`src/logic/ctrl_pkg.sv`:
```
package ctrl_pkg;

	typedef enum logic [2:0] {
		fetch,
		decode,
		execute,
		memaccess,
		writeback
	} phase_t;

	typedef enum logic [1:0] {
		pc_4,
		pc_branch,
		pc_jump
	} pc_sel_t;

	typedef enum logic [2:0] {
		src2_rb,
		src2_imm,
		src2_lsw,
		src2_lswi,
		src2_none
	} src2_sel_t;

	typedef enum logic [2:0] {
		imm_5_ze,
		imm_15_se,
		imm_15_ze,
		imm_20_se,
		imm_none
	} imm_sel_t;

	typedef enum logic [1:0] {
		wb_alu,
		wb_imm,
		wb_load,
		wb_none
	} wb_sel_t;

	typedef enum logic [3:0] {
		alu_add,
		alu_sub,
		alu_and,
		alu_or,
		alu_xor,
		alu_srl,
		alu_sll,
		alu_rotr,
		alu_pass
	} alu_op_t;

endpackage

```
`src/logic/isa_pkg.sv`:
```
package isa_pkg;

	typedef logic [31:0] word_t;
	typedef logic [4:0] reg_addr_t;
	typedef logic [5:0] opcode_t;
	typedef logic [4:0] sub_base_t;
	typedef logic [7:0] sub_ls_t;
	typedef logic [1:0] shamt_t;
	typedef logic [19:0] imm_t;
	typedef logic [13:0] br_off_t;
	typedef logic [23:0] jmp_off_t;

	// lsb of each instruction field
	localparam int op_lsb = 25;
	localparam int rt_lsb = 20;
	localparam int ra_lsb = 15;
	localparam int rb_lsb = 10;
	localparam int sv_lsb = 8;
	localparam int sub_lsb = 0;
	localparam int imm_lsb = 0;
	localparam int br_sense_bit = 14;

	// major opcodes
	localparam opcode_t opc_ty_base = 6'b100000;
	localparam opcode_t opc_addi = 6'b101000;
	localparam opcode_t opc_ori = 6'b101100;
	localparam opcode_t opc_xori = 6'b101011;
	localparam opcode_t opc_movi = 6'b100010;
	localparam opcode_t opc_lwi = 6'b000010;
	localparam opcode_t opc_swi = 6'b001010;
	localparam opcode_t opc_ty_ls = 6'b011100;
	localparam opcode_t opc_ty_b = 6'b100110;
	localparam opcode_t opc_jj = 6'b100100;

	// base sub-ops
	localparam sub_base_t sub_add = 5'd0;
	localparam sub_base_t sub_sub = 5'd1;
	localparam sub_base_t sub_and = 5'd2;
	localparam sub_base_t sub_xor = 5'd3;
	localparam sub_base_t sub_or = 5'd4;
	localparam sub_base_t sub_slli = 5'd8;
	localparam sub_base_t sub_srli = 5'd9;
	localparam sub_base_t sub_rotri = 5'd11;

	localparam sub_ls_t ls_lw = 8'h02;
	localparam sub_ls_t ls_sw = 8'h0a;

	localparam logic br_beq = 1'b0;
	localparam logic br_bne = 1'b1;

endpackage

```
`src/logic/control_if.sv`:
```
interface control_if;

	ctrl_pkg::src2_sel_t src2_sel;
	ctrl_pkg::imm_sel_t imm_sel;
	ctrl_pkg::alu_op_t alu_op;
	ctrl_pkg::wb_sel_t wb_sel;
	isa_pkg::reg_addr_t rt;
	isa_pkg::reg_addr_t ra;
	isa_pkg::reg_addr_t rb;
	isa_pkg::shamt_t sv;
	isa_pkg::imm_t imm;
	// already limited to writeback
	logic reg_write;

	modport decoder (
		output src2_sel, imm_sel, alu_op, wb_sel,
		output rt, ra, rb, sv, imm, reg_write
	);

	modport datapath (
		input src2_sel, imm_sel, alu_op, wb_sel,
		input rt, ra, rb, sv, imm, reg_write
	);

endinterface

```
`src/logic/cpu_core.sv`:
```
module cpu_core #(
	parameter int pc_width = 10
) (
	input logic clock,
	input logic reset,
	output logic [pc_width-1:0] instr_addr,
	output logic instr_read,
	input isa_pkg::word_t instr_data,
	output isa_pkg::word_t data_addr,
	output isa_pkg::word_t data_wdata,
	output logic data_read,
	output logic data_write,
	input isa_pkg::word_t data_rdata
);

	ctrl_pkg::phase_t phase;
	ctrl_pkg::pc_sel_t pc_sel;
	isa_pkg::br_off_t branch_offset;
	isa_pkg::jmp_off_t jump_offset;
	logic alu_zero;
	isa_pkg::word_t ra_data;
	isa_pkg::word_t rb_data;
	isa_pkg::word_t rt_data;
	isa_pkg::word_t write_data;

	control_if ctrl_bus ();

	phase_sequencer u_phase (
		.clock (clock),
		.reset (reset),
		.phase (phase)
	);

	instr_decoder #(
		.pc_width (pc_width)
	) u_decoder (
		.clock         (clock),
		.reset         (reset),
		.phase         (phase),
		.instr_data    (instr_data),
		.alu_zero      (alu_zero),
		.ctrl          (ctrl_bus.decoder),
		.pc_sel        (pc_sel),
		.branch_offset (branch_offset),
		.jump_offset   (jump_offset),
		.data_read     (data_read),
		.data_write    (data_write),
		.instr_read    (instr_read)
	);

	program_counter #(
		.pc_width (pc_width)
	) u_pc (
		.clock         (clock),
		.reset         (reset),
		.phase         (phase),
		.pc_sel        (pc_sel),
		.branch_offset (branch_offset),
		.jump_offset   (jump_offset),
		.pc            (instr_addr)
	);

	register_file u_regs (
		.clock      (clock),
		.reset      (reset),
		.ctrl       (ctrl_bus.datapath),
		.write_data (write_data),
		.ra_data    (ra_data),
		.rb_data    (rb_data),
		.rt_data    (rt_data)
	);

	execute_unit u_exec (
		.clock      (clock),
		.reset      (reset),
		.ctrl       (ctrl_bus.datapath),
		.ra_data    (ra_data),
		.rb_data    (rb_data),
		.rt_data    (rt_data),
		.data_rdata (data_rdata),
		.alu_zero   (alu_zero),
		.data_addr  (data_addr),
		.data_wdata (data_wdata),
		.write_data (write_data)
	);

endmodule

```
`src/logic/execute_unit.sv`:
```
module execute_unit (
	input logic clock,
	input logic reset,
	control_if.datapath ctrl,
	input isa_pkg::word_t ra_data,
	input isa_pkg::word_t rb_data,
	input isa_pkg::word_t rt_data,
	input isa_pkg::word_t data_rdata,
	output logic alu_zero,
	output isa_pkg::word_t data_addr,
	output isa_pkg::word_t data_wdata,
	output isa_pkg::word_t write_data
);

	isa_pkg::word_t ra_q;
	isa_pkg::word_t rb_q;
	isa_pkg::word_t rt_q;
	isa_pkg::word_t imm_ext;
	isa_pkg::word_t imm15_se;
	isa_pkg::word_t op_a;
	isa_pkg::word_t op_b;
	isa_pkg::word_t alu_res;
	isa_pkg::word_t result_q;
	isa_pkg::word_t load_q;
	logic [63:0] rot;

	// operands stay put from decode until the write in writeback
	always_ff @(posedge clock) begin
		ra_q <= ra_data;
		rb_q <= rb_data;
		rt_q <= rt_data;
		result_q <= alu_res;
		load_q <= data_rdata;
	end

	always_ff @(posedge clock or posedge reset) begin
		if (reset) begin
			alu_zero <= 1'b0;
		end else begin
			alu_zero <= (alu_res == '0);
		end
	end

	assign imm15_se = {{17{ctrl.imm[14]}}, ctrl.imm[14:0]};

	always_comb begin
		case (ctrl.imm_sel)
			ctrl_pkg::imm_5_ze: imm_ext = {27'b0, ctrl.imm[14:10]};
			ctrl_pkg::imm_15_se: imm_ext = imm15_se;
			ctrl_pkg::imm_15_ze: imm_ext = {17'b0, ctrl.imm[14:0]};
			ctrl_pkg::imm_20_se: imm_ext = {{12{ctrl.imm[19]}}, ctrl.imm};
			ctrl_pkg::imm_none: imm_ext = '0;
			default: imm_ext = '0;
		endcase
	end

	// branches compare rt against ra
	assign op_a = (ctrl.src2_sel == ctrl_pkg::src2_none) ? rt_q : ra_q;

	always_comb begin
		case (ctrl.src2_sel)
			ctrl_pkg::src2_rb: op_b = rb_q;
			ctrl_pkg::src2_imm: op_b = imm_ext;
			ctrl_pkg::src2_lsw: op_b = rb_q << ctrl.sv;
			ctrl_pkg::src2_lswi: op_b = imm15_se << 2;
			ctrl_pkg::src2_none: op_b = ra_q;
			default: op_b = '0;
		endcase
	end

	assign rot = {op_a, op_a} >> op_b[4:0];

	always_comb begin
		case (ctrl.alu_op)
			ctrl_pkg::alu_add: alu_res = op_a + op_b;
			ctrl_pkg::alu_sub: alu_res = op_a - op_b;
			ctrl_pkg::alu_and: alu_res = op_a & op_b;
			ctrl_pkg::alu_or: alu_res = op_a | op_b;
			ctrl_pkg::alu_xor: alu_res = op_a ^ op_b;
			ctrl_pkg::alu_srl: alu_res = op_a >> op_b[4:0];
			ctrl_pkg::alu_sll: alu_res = op_a << op_b[4:0];
			ctrl_pkg::alu_rotr: alu_res = rot[31:0];
			default: alu_res = op_b;
		endcase
	end

	assign data_addr = result_q;
	assign data_wdata = rt_q;

	always_comb begin
		case (ctrl.wb_sel)
			ctrl_pkg::wb_alu: write_data = result_q;
			ctrl_pkg::wb_imm: write_data = imm_ext;
			ctrl_pkg::wb_load: write_data = load_q;
			ctrl_pkg::wb_none: write_data = '0;
			default: write_data = '0;
		endcase
	end

endmodule

```
`src/logic/instr_decoder.sv`:
```
module instr_decoder #(
	parameter int pc_width = 10
) (
	input logic clock,
	input logic reset,
	input ctrl_pkg::phase_t phase,
	input isa_pkg::word_t instr_data,
	input logic alu_zero,
	control_if.decoder ctrl,
	output ctrl_pkg::pc_sel_t pc_sel,
	output isa_pkg::br_off_t branch_offset,
	output isa_pkg::jmp_off_t jump_offset,
	output logic data_read,
	output logic data_write,
	output logic instr_read
);

	isa_pkg::word_t instr_q;
	isa_pkg::opcode_t opcode;
	isa_pkg::sub_base_t sub_base;
	isa_pkg::sub_ls_t sub_ls;
	logic br_sense;
	logic do_write;
	logic do_read;
	logic do_store;

	if (pc_width < 3 || pc_width > 32) begin : g_pc_width_check
		$error("instr_decoder: pc_width must lie in 3..32");
	end

	always_ff @(posedge clock or posedge reset) begin
		if (reset) begin
			instr_q <= '0;
		end else if (phase == ctrl_pkg::fetch) begin
			instr_q <= instr_data;
		end
	end

	assign opcode = instr_q[isa_pkg::op_lsb +: $bits(isa_pkg::opcode_t)];
	assign sub_base = instr_q[isa_pkg::sub_lsb +: $bits(isa_pkg::sub_base_t)];
	assign sub_ls = instr_q[isa_pkg::sub_lsb +: $bits(isa_pkg::sub_ls_t)];
	assign br_sense = instr_q[isa_pkg::br_sense_bit];

	assign ctrl.rt = instr_q[isa_pkg::rt_lsb +: $bits(isa_pkg::reg_addr_t)];
	assign ctrl.ra = instr_q[isa_pkg::ra_lsb +: $bits(isa_pkg::reg_addr_t)];
	assign ctrl.rb = instr_q[isa_pkg::rb_lsb +: $bits(isa_pkg::reg_addr_t)];
	assign ctrl.sv = instr_q[isa_pkg::sv_lsb +: $bits(isa_pkg::shamt_t)];
	assign ctrl.imm = instr_q[isa_pkg::imm_lsb +: $bits(isa_pkg::imm_t)];
	assign branch_offset = instr_q[isa_pkg::imm_lsb +: $bits(isa_pkg::br_off_t)];
	assign jump_offset = instr_q[isa_pkg::imm_lsb +: $bits(isa_pkg::jmp_off_t)];

	// unknown codes fall through to no write and no access
	always_comb begin
		ctrl.src2_sel = ctrl_pkg::src2_none;
		ctrl.imm_sel = ctrl_pkg::imm_none;
		ctrl.alu_op = ctrl_pkg::alu_pass;
		ctrl.wb_sel = ctrl_pkg::wb_none;
		do_write = 1'b0;
		do_read = 1'b0;
		do_store = 1'b0;
		case (opcode)
			isa_pkg::opc_ty_base: begin
				ctrl.src2_sel = ctrl_pkg::src2_rb;
				ctrl.wb_sel = ctrl_pkg::wb_alu;
				do_write = 1'b1;
				case (sub_base)
					isa_pkg::sub_add: ctrl.alu_op = ctrl_pkg::alu_add;
					isa_pkg::sub_sub: ctrl.alu_op = ctrl_pkg::alu_sub;
					isa_pkg::sub_and: ctrl.alu_op = ctrl_pkg::alu_and;
					isa_pkg::sub_xor: ctrl.alu_op = ctrl_pkg::alu_xor;
					isa_pkg::sub_or: ctrl.alu_op = ctrl_pkg::alu_or;
					isa_pkg::sub_slli: ctrl.alu_op = ctrl_pkg::alu_sll;
					isa_pkg::sub_srli: ctrl.alu_op = ctrl_pkg::alu_srl;
					isa_pkg::sub_rotri: ctrl.alu_op = ctrl_pkg::alu_rotr;
					default: begin
						ctrl.wb_sel = ctrl_pkg::wb_none;
						do_write = 1'b0;
					end
				endcase
				// shift amount comes from the immediate
				if (sub_base inside {isa_pkg::sub_slli, isa_pkg::sub_srli, isa_pkg::sub_rotri}) begin
					ctrl.src2_sel = ctrl_pkg::src2_imm;
					ctrl.imm_sel = ctrl_pkg::imm_5_ze;
				end
			end
			isa_pkg::opc_addi, isa_pkg::opc_ori, isa_pkg::opc_xori: begin
				ctrl.src2_sel = ctrl_pkg::src2_imm;
				ctrl.wb_sel = ctrl_pkg::wb_alu;
				do_write = 1'b1;
				if (opcode == isa_pkg::opc_addi) begin
					ctrl.imm_sel = ctrl_pkg::imm_15_se;
					ctrl.alu_op = ctrl_pkg::alu_add;
				end else begin
					ctrl.imm_sel = ctrl_pkg::imm_15_ze;
					ctrl.alu_op = (opcode == isa_pkg::opc_ori) ? ctrl_pkg::alu_or : ctrl_pkg::alu_xor;
				end
			end
			isa_pkg::opc_movi: begin
				ctrl.src2_sel = ctrl_pkg::src2_imm;
				ctrl.imm_sel = ctrl_pkg::imm_20_se;
				ctrl.wb_sel = ctrl_pkg::wb_imm;
				do_write = 1'b1;
			end
			isa_pkg::opc_lwi, isa_pkg::opc_swi: begin
				ctrl.src2_sel = ctrl_pkg::src2_lswi;
				ctrl.alu_op = ctrl_pkg::alu_add;
				do_read = (opcode == isa_pkg::opc_lwi);
				do_store = (opcode == isa_pkg::opc_swi);
			end
			isa_pkg::opc_ty_ls: begin
				ctrl.src2_sel = ctrl_pkg::src2_lsw;
				ctrl.alu_op = ctrl_pkg::alu_add;
				do_read = (sub_ls == isa_pkg::ls_lw);
				do_store = (sub_ls == isa_pkg::ls_sw);
			end
			// compare is rt minus ra
			isa_pkg::opc_ty_b: begin
				ctrl.alu_op = ctrl_pkg::alu_sub;
			end
			default: begin
				ctrl.alu_op = ctrl_pkg::alu_pass;
			end
		endcase
		if (do_read) begin
			ctrl.wb_sel = ctrl_pkg::wb_load;
			do_write = 1'b1;
		end
	end

	always_comb begin
		pc_sel = ctrl_pkg::pc_4;
		if (opcode == isa_pkg::opc_ty_b) begin
			if ((br_sense == isa_pkg::br_beq && alu_zero) ||
					(br_sense == isa_pkg::br_bne && !alu_zero)) begin
				pc_sel = ctrl_pkg::pc_branch;
			end
		end else if (opcode == isa_pkg::opc_jj) begin
			pc_sel = ctrl_pkg::pc_jump;
		end
	end

	assign instr_read = (phase == ctrl_pkg::fetch);
	assign data_read = do_read && (phase == ctrl_pkg::memaccess);
	assign data_write = do_store && (phase == ctrl_pkg::memaccess);
	assign ctrl.reg_write = do_write && (phase == ctrl_pkg::writeback);

endmodule

```
`src/logic/phase_sequencer.sv`:
```
module phase_sequencer (
	input logic clock,
	input logic reset,
	output ctrl_pkg::phase_t phase
);

	ctrl_pkg::phase_t phase_next;

	always_comb begin
		case (phase)
			ctrl_pkg::fetch: begin
				phase_next = ctrl_pkg::decode;
			end
			ctrl_pkg::decode: begin
				phase_next = ctrl_pkg::execute;
			end
			ctrl_pkg::execute: begin
				phase_next = ctrl_pkg::memaccess;
			end
			ctrl_pkg::memaccess: begin
				phase_next = ctrl_pkg::writeback;
			end
			ctrl_pkg::writeback: begin
				phase_next = ctrl_pkg::fetch;
			end
			// stray encoding, restart the instruction
			default: begin
				phase_next = ctrl_pkg::fetch;
			end
		endcase
	end

	always_ff @(posedge clock or posedge reset) begin
		if (reset) begin
			phase <= ctrl_pkg::fetch;
		end else begin
			phase <= phase_next;
		end
	end

endmodule

```
`src/logic/program_counter.sv`:
```
module program_counter #(
	parameter int pc_width = 10
) (
	input logic clock,
	input logic reset,
	input ctrl_pkg::phase_t phase,
	input ctrl_pkg::pc_sel_t pc_sel,
	input isa_pkg::br_off_t branch_offset,
	input isa_pkg::jmp_off_t jump_offset,
	output logic [pc_width-1:0] pc
);

	isa_pkg::word_t branch_step;
	isa_pkg::word_t jump_step;
	isa_pkg::word_t step;

	// offsets count halfwords
	assign branch_step = {{17{branch_offset[13]}}, branch_offset, 1'b0};
	assign jump_step = {{7{jump_offset[23]}}, jump_offset, 1'b0};

	always_comb begin
		case (pc_sel)
			ctrl_pkg::pc_branch: step = branch_step;
			ctrl_pkg::pc_jump: step = jump_step;
			default: step = 32'd4;
		endcase
	end

	// wraps at pc_width
	always_ff @(posedge clock or posedge reset) begin
		if (reset) begin
			pc <= '0;
		end else if (phase == ctrl_pkg::writeback) begin
			pc <= pc + step[pc_width-1:0];
		end
	end

endmodule

```
`src/logic/register_file.sv`:
```
module register_file (
	input logic clock,
	input logic reset,
	control_if.datapath ctrl,
	input isa_pkg::word_t write_data,
	output isa_pkg::word_t ra_data,
	output isa_pkg::word_t rb_data,
	output isa_pkg::word_t rt_data
);

	localparam int num_regs = 2 ** $bits(isa_pkg::reg_addr_t);

	isa_pkg::word_t regs [num_regs];

	always_ff @(posedge clock or posedge reset) begin
		if (reset) begin
			for (int i = 0; i < num_regs; i++) begin
				regs[i] <= '0;
			end
		end else if (ctrl.reg_write) begin
			regs[ctrl.rt] <= write_data;
		end
	end

	assign ra_data = regs[ctrl.ra];
	assign rb_data = regs[ctrl.rb];
	// store data and branch compare
	assign rt_data = regs[ctrl.rt];

endmodule

```
`config.mk`:
```
export PLATFORM = sky130hd
export DESIGN_NAME = cpu_core
export DESIGN_NICKNAME = d
export VERILOG_FILES = /design/src/logic/ctrl_pkg.sv /design/src/logic/isa_pkg.sv /design/src/logic/control_if.sv /design/src/logic/cpu_core.sv /design/src/logic/execute_unit.sv /design/src/logic/instr_decoder.sv /design/src/logic/phase_sequencer.sv /design/src/logic/program_counter.sv /design/src/logic/register_file.sv
export SDC_FILE = /design/constraint.sdc
export NUM_CORES = 2
export LEC_CHECK = 0
export ABC_AREA = 1
export BUFFER_PORTS_ARGS = -buffer_cell sky130_fd_sc_hd__buf_4
export CAP_MARGIN = 10
export CORE_ASPECT_RATIO = 1.25
export CORE_MARGIN = 8
export CORE_UTILIZATION = 42
export DETAILED_ROUTE_END_ITERATION = 12
export PLACE_DENSITY_LB_ADDON = 0.05
export SYNTH_ARGS = -nofsm -noshare
export SYNTH_HDL_FRONTEND = slang
export SYNTH_SLANG_ARGS = --single-unit
export TNS_END_PERCENT = 50
```
`constraint.sdc`:
```
create_clock -name clock -period 84.2 [get_ports clock]
set_input_delay 4.21 -clock clock [delete_from_list [all_inputs] [get_ports clock]]
set_output_delay 4.21 -clock clock [all_outputs]
set_load 0.02 [all_outputs]
```
### After elaboration in Yosys (flattened, before gate mapping)

Index checks and enable logic that the tools add are counted.
W data, S select, Z words.

| storage, ports and cells | value |
|---|---|
| register bits | 1229 |
| bits in latches | 0 |
| memory bits (writable) | 0 |
| ROM bits | 0 |
| input port bits | 66 |
| output and inout port bits | 77 |
| logic and storage cells | 161 |
| memories kept | 0 |

| operators by class | value |
|---|---|
| add/sub/neg operators | 3 |
| $mul | 0 |
| divide/modulo/power cells | 0 |
| magnitude comparators | 4 |
| equal/unequal tests | 42 |
| shifts and indexed selects | 4 |
| mux-type cells | 39 |
| bitwise gates (word level) | 7 |
| reduce and logical (&&, ||, !) cells | 21 |

Operator list:

| operator | number |
|---|---|
| $bwmux W1024 | 1 |
| $bmux W32 S5 | 3 |
| $mux W32 | 8 |
| $pmux W32 S4 | 2 |
| $pmux W32 S8 | 1 |
| $demux W32 S5 | 1 |
| $pmux W32 S5 | 1 |
| $shr A64 B5 Y32 | 1 |
| $eq A6 B6 Y1 const B | 7 |
| $add A32 B32 Y32 | 1 |
| $and A32 B32 Y32 | 1 |
| $logic_not A32 Y1 | 1 |
| $or A32 B32 Y32 | 1 |
| $pmux W4 S8 | 1 |
| $shl A32 B2 Y32 | 1 |
| $shl A32 B5 Y32 | 1 |
| $shr A32 B5 Y32 | 1 |
| $sub A32 B32 Y32 | 1 |
| $xor A32 B32 Y32 | 1 |
| $pmux W3 S4 | 2 |
| $pmux W10 S2 | 1 |
| $eq A3 B2 Y1 const B | 6 |
| $ge A6 B6 Y1 const B | 3 |
| $not A5 Y6 | 3 |
| 39 further kinds | 70 |

### Longest topological paths before layout

| logic depth | value |
|---|---|
| word-level depth | 10 |
| depth in mapped cells | 44 |
| mapped depth without buffers | 41 |

### By module

A second synthesis with hierarchy kept.

| second synthesis, totals | value |
|---|---|
| cell total of the unflattened synthesis | 13712 |
| area, all modules | 85004.0 µm² |

By module, submodules not included:

| module | instances | cells an instance | area an instance (µm²) | seq. area each (µm²) |
|---|---|---|---|---|
| register_file | 1 | 10312 | 65092.4 | 25624.6 |
| execute_unit | 1 | 2935 | 16610.9 | 3228.1 |
| instr_decoder | 1 | 305 | 2220.9 | 775.7 |
| program_counter | 1 | 149 | 974.7 | 225.2 |
| phase_sequencer | 1 | 11 | 105.1 | 75.1 |

### Worst setup path after synthesis

No wires, ideal clock.

| path | value |
|---|---|
| kind | reg-to-output |
| start point | reg u_decoder.instr_q[25] |
| end point | out data_write |
| arrival | 1617 ps |
| required time | 79990 ps |
| slack | 78373 ps |
| stages on the path, launching flop included | 8 |
| path buffers | 2 |
| cells stage by stage | dfrtp_1 -> nor2_2 -> nand3_2 -> buf_4 -> inv_2 -> buf_2 -> nand4_1 -> a21oi_1 |

| between the ends | value |
|---|---|
| word-level cells in the longest chain between the ends | 4 |
| elaborated cells on any way between the ends | 6 |
| classes of those cells | eq/ne (3); mux (1); reduce/logical (2) |

Ends and longest elaborated chain:

| element | RTL line | text |
|---|---|---|
| from (decl) | instr_decoder.sv:18 | `isa_pkg::word_t instr_q;` |
| from (signal assigned) | instr_decoder.sv:35 | `instr_q <= instr_data;` |
| $eq A6 B4 Y1 / $eq A6 B2 Y1 (equally long branches) | instr_decoder.sv:61, instr_decoder.sv:108 |  |
| $reduce_or A2 Y1 | instr_decoder.sv:61 | `case (opcode)` |
| $pmux W1 S2 * | instr_decoder.sv:61 |  |
| $logic_and A1 B1 Y1 * | instr_decoder.sv:144 | `assign data_write = do_store && (phase == ctrl_pkg::memaccess);` |
| to (decl) | cpu_core.sv:12 | `output logic data_write,` |

Every way passes the cells marked *; elsewhere a longest branch is shown, timed or not.

### Worst setup path in the final report

| path | value |
|---|---|
| start point | reg u_decoder.instr_q[25] |
| end point | reg u_exec.alu_zero |

| between the ends | value |
|---|---|
| word-level cells in the longest chain between the ends | 9 |
| elaborated cells on any way between the ends | 49 |
| classes of those cells | add/sub (2); eq/ne (23); shift (3); mux (10); bitwise (3); reduce/logical (8) |

Ends and longest elaborated chain:

| element | RTL line | text |
|---|---|---|
| $eq A6 B6 Y1 (on tied branches) | instr_decoder.sv:61, instr_decoder.sv:90, instr_decoder.sv:95 |  |
| $reduce_or A3 Y1 / $mux W2 (equally long branches) | instr_decoder.sv:61, instr_decoder.sv:90 |  |
| $pmux W3 S3 | instr_decoder.sv:61 |  |
| $eq A3 B2 Y1 (tied with other cells) | execute_unit.sv:47 | `case (ctrl.imm_sel)` |
| $pmux W32 S4 | execute_unit.sv:47 |  |
| $pmux W32 S5 | execute_unit.sv:61 | `case (ctrl.src2_sel)` |
| $sub A32 B32 Y32 (tied with other cells) | execute_unit.sv:76 | `ctrl_pkg::alu_sub: alu_res = op_a - op_b;` |
| $pmux W32 S8 * | execute_unit.sv:74 | `case (ctrl.alu_op)` |
| $logic_not A32 Y1 * | execute_unit.sv:40 | `alu_zero <= (alu_res == '0);` |
| to (signal assigned) | execute_unit.sv:40 |  |
| to (decl) | execute_unit.sv:9 | `output logic alu_zero,` |

Marks and branches as above.
A chain may end at the register's enable or synchronous reset.

==> run metrics <==
ports placed on the boundary 143; overall die height 498 um; final weighted congestion in routability-driven placement 1.04; setup slack on the worst flop-to-flop path 75.15 ns; area of the core region 186000 um^2; Arr. time, crit path 9.79 ns; tightest hold margin 0.476 ns; compound-cell area share of the yosys netlist 31.7%; Req. time, crit path 84.94 ns; initial core utilization 42.1%; clk root buf clkbuf_16; post-cts sizing count 0; clock insertion delay at the later pin of the skew report 0.84 ns; All-Layer GR Usage 38.8%; Setup crit start kind flip-flop; core occupancy in the finished layout 45.8%; final worst-path setup slack 75.15 ns; post-placement cell count 12700; number of CTS-inserted buffers 142; length of the first detailed-routing pass in iterations 9; max cap viols 0; #FFs+latches synth 1228; detailed-route DRC error count 0; number of enable flip-flop cells after synthesis 0; net total in the final layout 10600; Pwr per Cell Area 18.3 nW/um^2; number of standard cells in the final layout excluding fillers 13000; VDD IR-drop max 0.0000194 V; worst rel slew slack 15.0%; total of buffers placed on input and output ports 140; total wirelength of the detailed-routed design 407 mm; Syn Nets 11100; post-layout instance area 84900 um^2; via density per instance 6.58; outcome finished clean; vias in the first global route 79700; count of synthesis-stage warnings from yosys 0; hold buffer count at CTS 0; Core Rows 177; Routed Antenna Nets 0; detailed placement HPWL 247 mm; highest fanout seen on the critical path 72; crit-path most repeated cell nand2_1; category of the worst setup path capture point flip-flop; simple-gate portion of the synthesized area 19.5%; P&R area growth vs syn 8.69%; Post-Place Setup Slack 74.11 ns; cells after synthesis 11000; final routed wire length divided by cell count 31.3 um; layout cells sized above 1 7.09%; cell with the largest stage delay on the worst path nor3_2; wire length of the first global-routing pass 578 mm; # H-tree levels 4; largest family of logic cells by synthesized area compound AO/OA/AOI/OAI gates; Total Die Area 200000 um^2; Setup Buffers After CTS 0; multiplexer share of the synthesized area 0%; sequential share of the synthesized area 38.3%; final setup violation count 0; xor/xnor share of the synthesized area 0.460%; clock-pin slew reported for the worst setup and hold paths after clock tree synthesis 0.06 ns; static power due to leakage 34.7 nW; Setup TNS 0 ns; synthesized area 78100 um^2; number of slew-limit violations in the final report 0; maximum achievable frequency 0.111 GHz; category of the critical setup timing path flip-flop to flip-flop; fraction of registers with async set/reset 87.0%; dpl cell area 80200 um^2; post-layout minimum cycle time 9.05 ns; pin count of the biggest net entering global routing 184; class of the tightest hold or removal check flip-flop to flip-flop; total power draw 1.55 mW; final number of hold-violating endpoints 0; routed vias 85400; width of the chip 402 um; unrepaired setup endpoints after global routing no; total grt overflow 0; average footprint of a synthesized cell 7.12 um^2; most common flop cell mapped by yosys dfrtp_1; initial drt markers 12200; count of cell types in the netlist 65; transition at the pin with the smallest max-transition slack 1.27 ns; CTS tree built; ratio of final minimum period to clock period 10.7%; clock sink total 1228; maximum cell stage delay along the critical path 0.63 ns; worst clock skew 0.0358 ns; maximum count of clock buffers along a single path 3; initial antenna violation count 20; adder-cell share of the synthesized area 1.73%
## path summary, 6_finish.rpt
path	endpoint	cells after the start	from
hold / removal	u_pc.pc[9]	1	u_pc.pc[9]
setup / recovery	u_exec.alu_zero	37	u_decoder.instr_q[25]
hold reg to reg	u_pc.pc[9]	1	u_pc.pc[9]
setup reg to reg	u_exec.alu_zero	37	u_decoder.instr_q[25]
max in group asynchronous	u_decoder.instr_q[20]	8	reset
min in group asynchronous	u_pc.pc[3]	2	reset
## state kept, by name, indices dropped and copies added (netlist names)
| name | flops |
|---|---|
| u_decoder.instr_q | 31 |
| u_exec.alu_zero | 1 |
| u_exec.data_addr | 32 |
| u_exec.data_wdata | 32 |
| u_exec.load_q | 32 |
| u_exec.ra_q | 32 |
| u_exec.rb_q | 32 |
| u_pc.pc | 9 |
| u_phase.phase | 3 |
| u_regs.regs | 1024 |
## cells by family (layout without fill, tap and decap cells)
logic type      Yosys count  count (layout)
compound gates         4235            4235
xor+xnor                 41              41
fa+ha+maj               107             107
buf+inv                1667            1256
flops                  1228            1228
other cells               1              12
simple gates           3689            3689
## layout make-up
type                    count  area, um^2
diodes                     11        27.5
clock buffers             223        4210
clock inverters            39         492
fillers                 19000      101000
inverters                 658        2520
multi-input cells        8073       42100
flip-flops and latches   1228       30000
well taps                2416        3020
repair buffers            336        2590
## worst max-delay path: cells and delay by family, from the launching register on
kind | cells | cell delay (ns)
compound gates | 2 | 0.49
xor+xnor | 1 | 0.18
fa+ha+maj | 1 | 0.40
buf+inv | 4 | 1.11
flops | 1 | 0.47
simple gates | 29 | 6.21
## power by group
part | switching [mW] | internal, mW | total [mW]
registers | 0.0175 | 0.600 | 0.618
clock network | 0.275 | 0.367 | 0.642
logic | 0.220 | 0.0710 | 0.291
total | 0.512 | 1.04 | 1.55
## metal layers
metal | vias to the layer above | GRT usage [%] | share of wire [%] | wire (um)
li1 | 37200 | - | - | -
met1 | 41100 | 50.0 | 39 | 158000
met2 | 5794 | 57.7 | 42 | 172000
met3 | 1334 | 9.71 | 11 | 45800
met4 | 6 | 25.1 | 7.6 | 30800
met5 | - | 0 | 0.0093 | 38
## cells in the mapped netlist, types with 44 or more instances
cell	count	area (um^2)
inv_2	44	165
o21ai_0	2238	11200
nand3_1	715	3580
dfxtp_1	160	3200
inv_1	612	2300
buf_1	66	248
buf_2	48	240
clkbuf_1	869	3260
nand2_1	1978	7420
a32oi_1	60	526
dfrtp_1	1068	26700
o211ai_1	560	4200
a221oi_1	66	578
o221ai_1	80	701
o22ai_1	70	438
a21oi_1	608	3040
a22oi_1	259	1940
ha_1	105	1310
a31oi_1	80	500
nor2_1	866	3250
## layout by cell type, fill, tap and decap left out, types with 35 or more instances in the layout
master | Yosys | final
o221ai_1 | 80 | 80
ha_1 | 105 | 105
a221oi_1 | 66 | 62
inv_1 | 612 | 601
dfrtp_1 | 1068 | 1055
inv_2 | 44 | 45
o211ai_1 | 560 | 560
dfxtp_1 | 160 | 160
xor2_1 | 37 | 37
a31oi_1 | 80 | 80
a22oi_1 | 259 | 259
a21oi_1 | 608 | 608
o21ai_1 | 35 | 35
clkbuf_1 | 869 | 51
nor2_1 | 866 | 857
clkbuf_16 | 0 | 147
nand2_1 | 1978 | 1947
nand3_1 | 715 | 715
o22ai_1 | 70 | 70
a32oi_1 | 60 | 60
nand4_1 | 38 | 38
buf_4 | 9 | 329
o21ai_0 | 2238 | 2238
No activity file was read; power rests on OpenSTA's default activity.
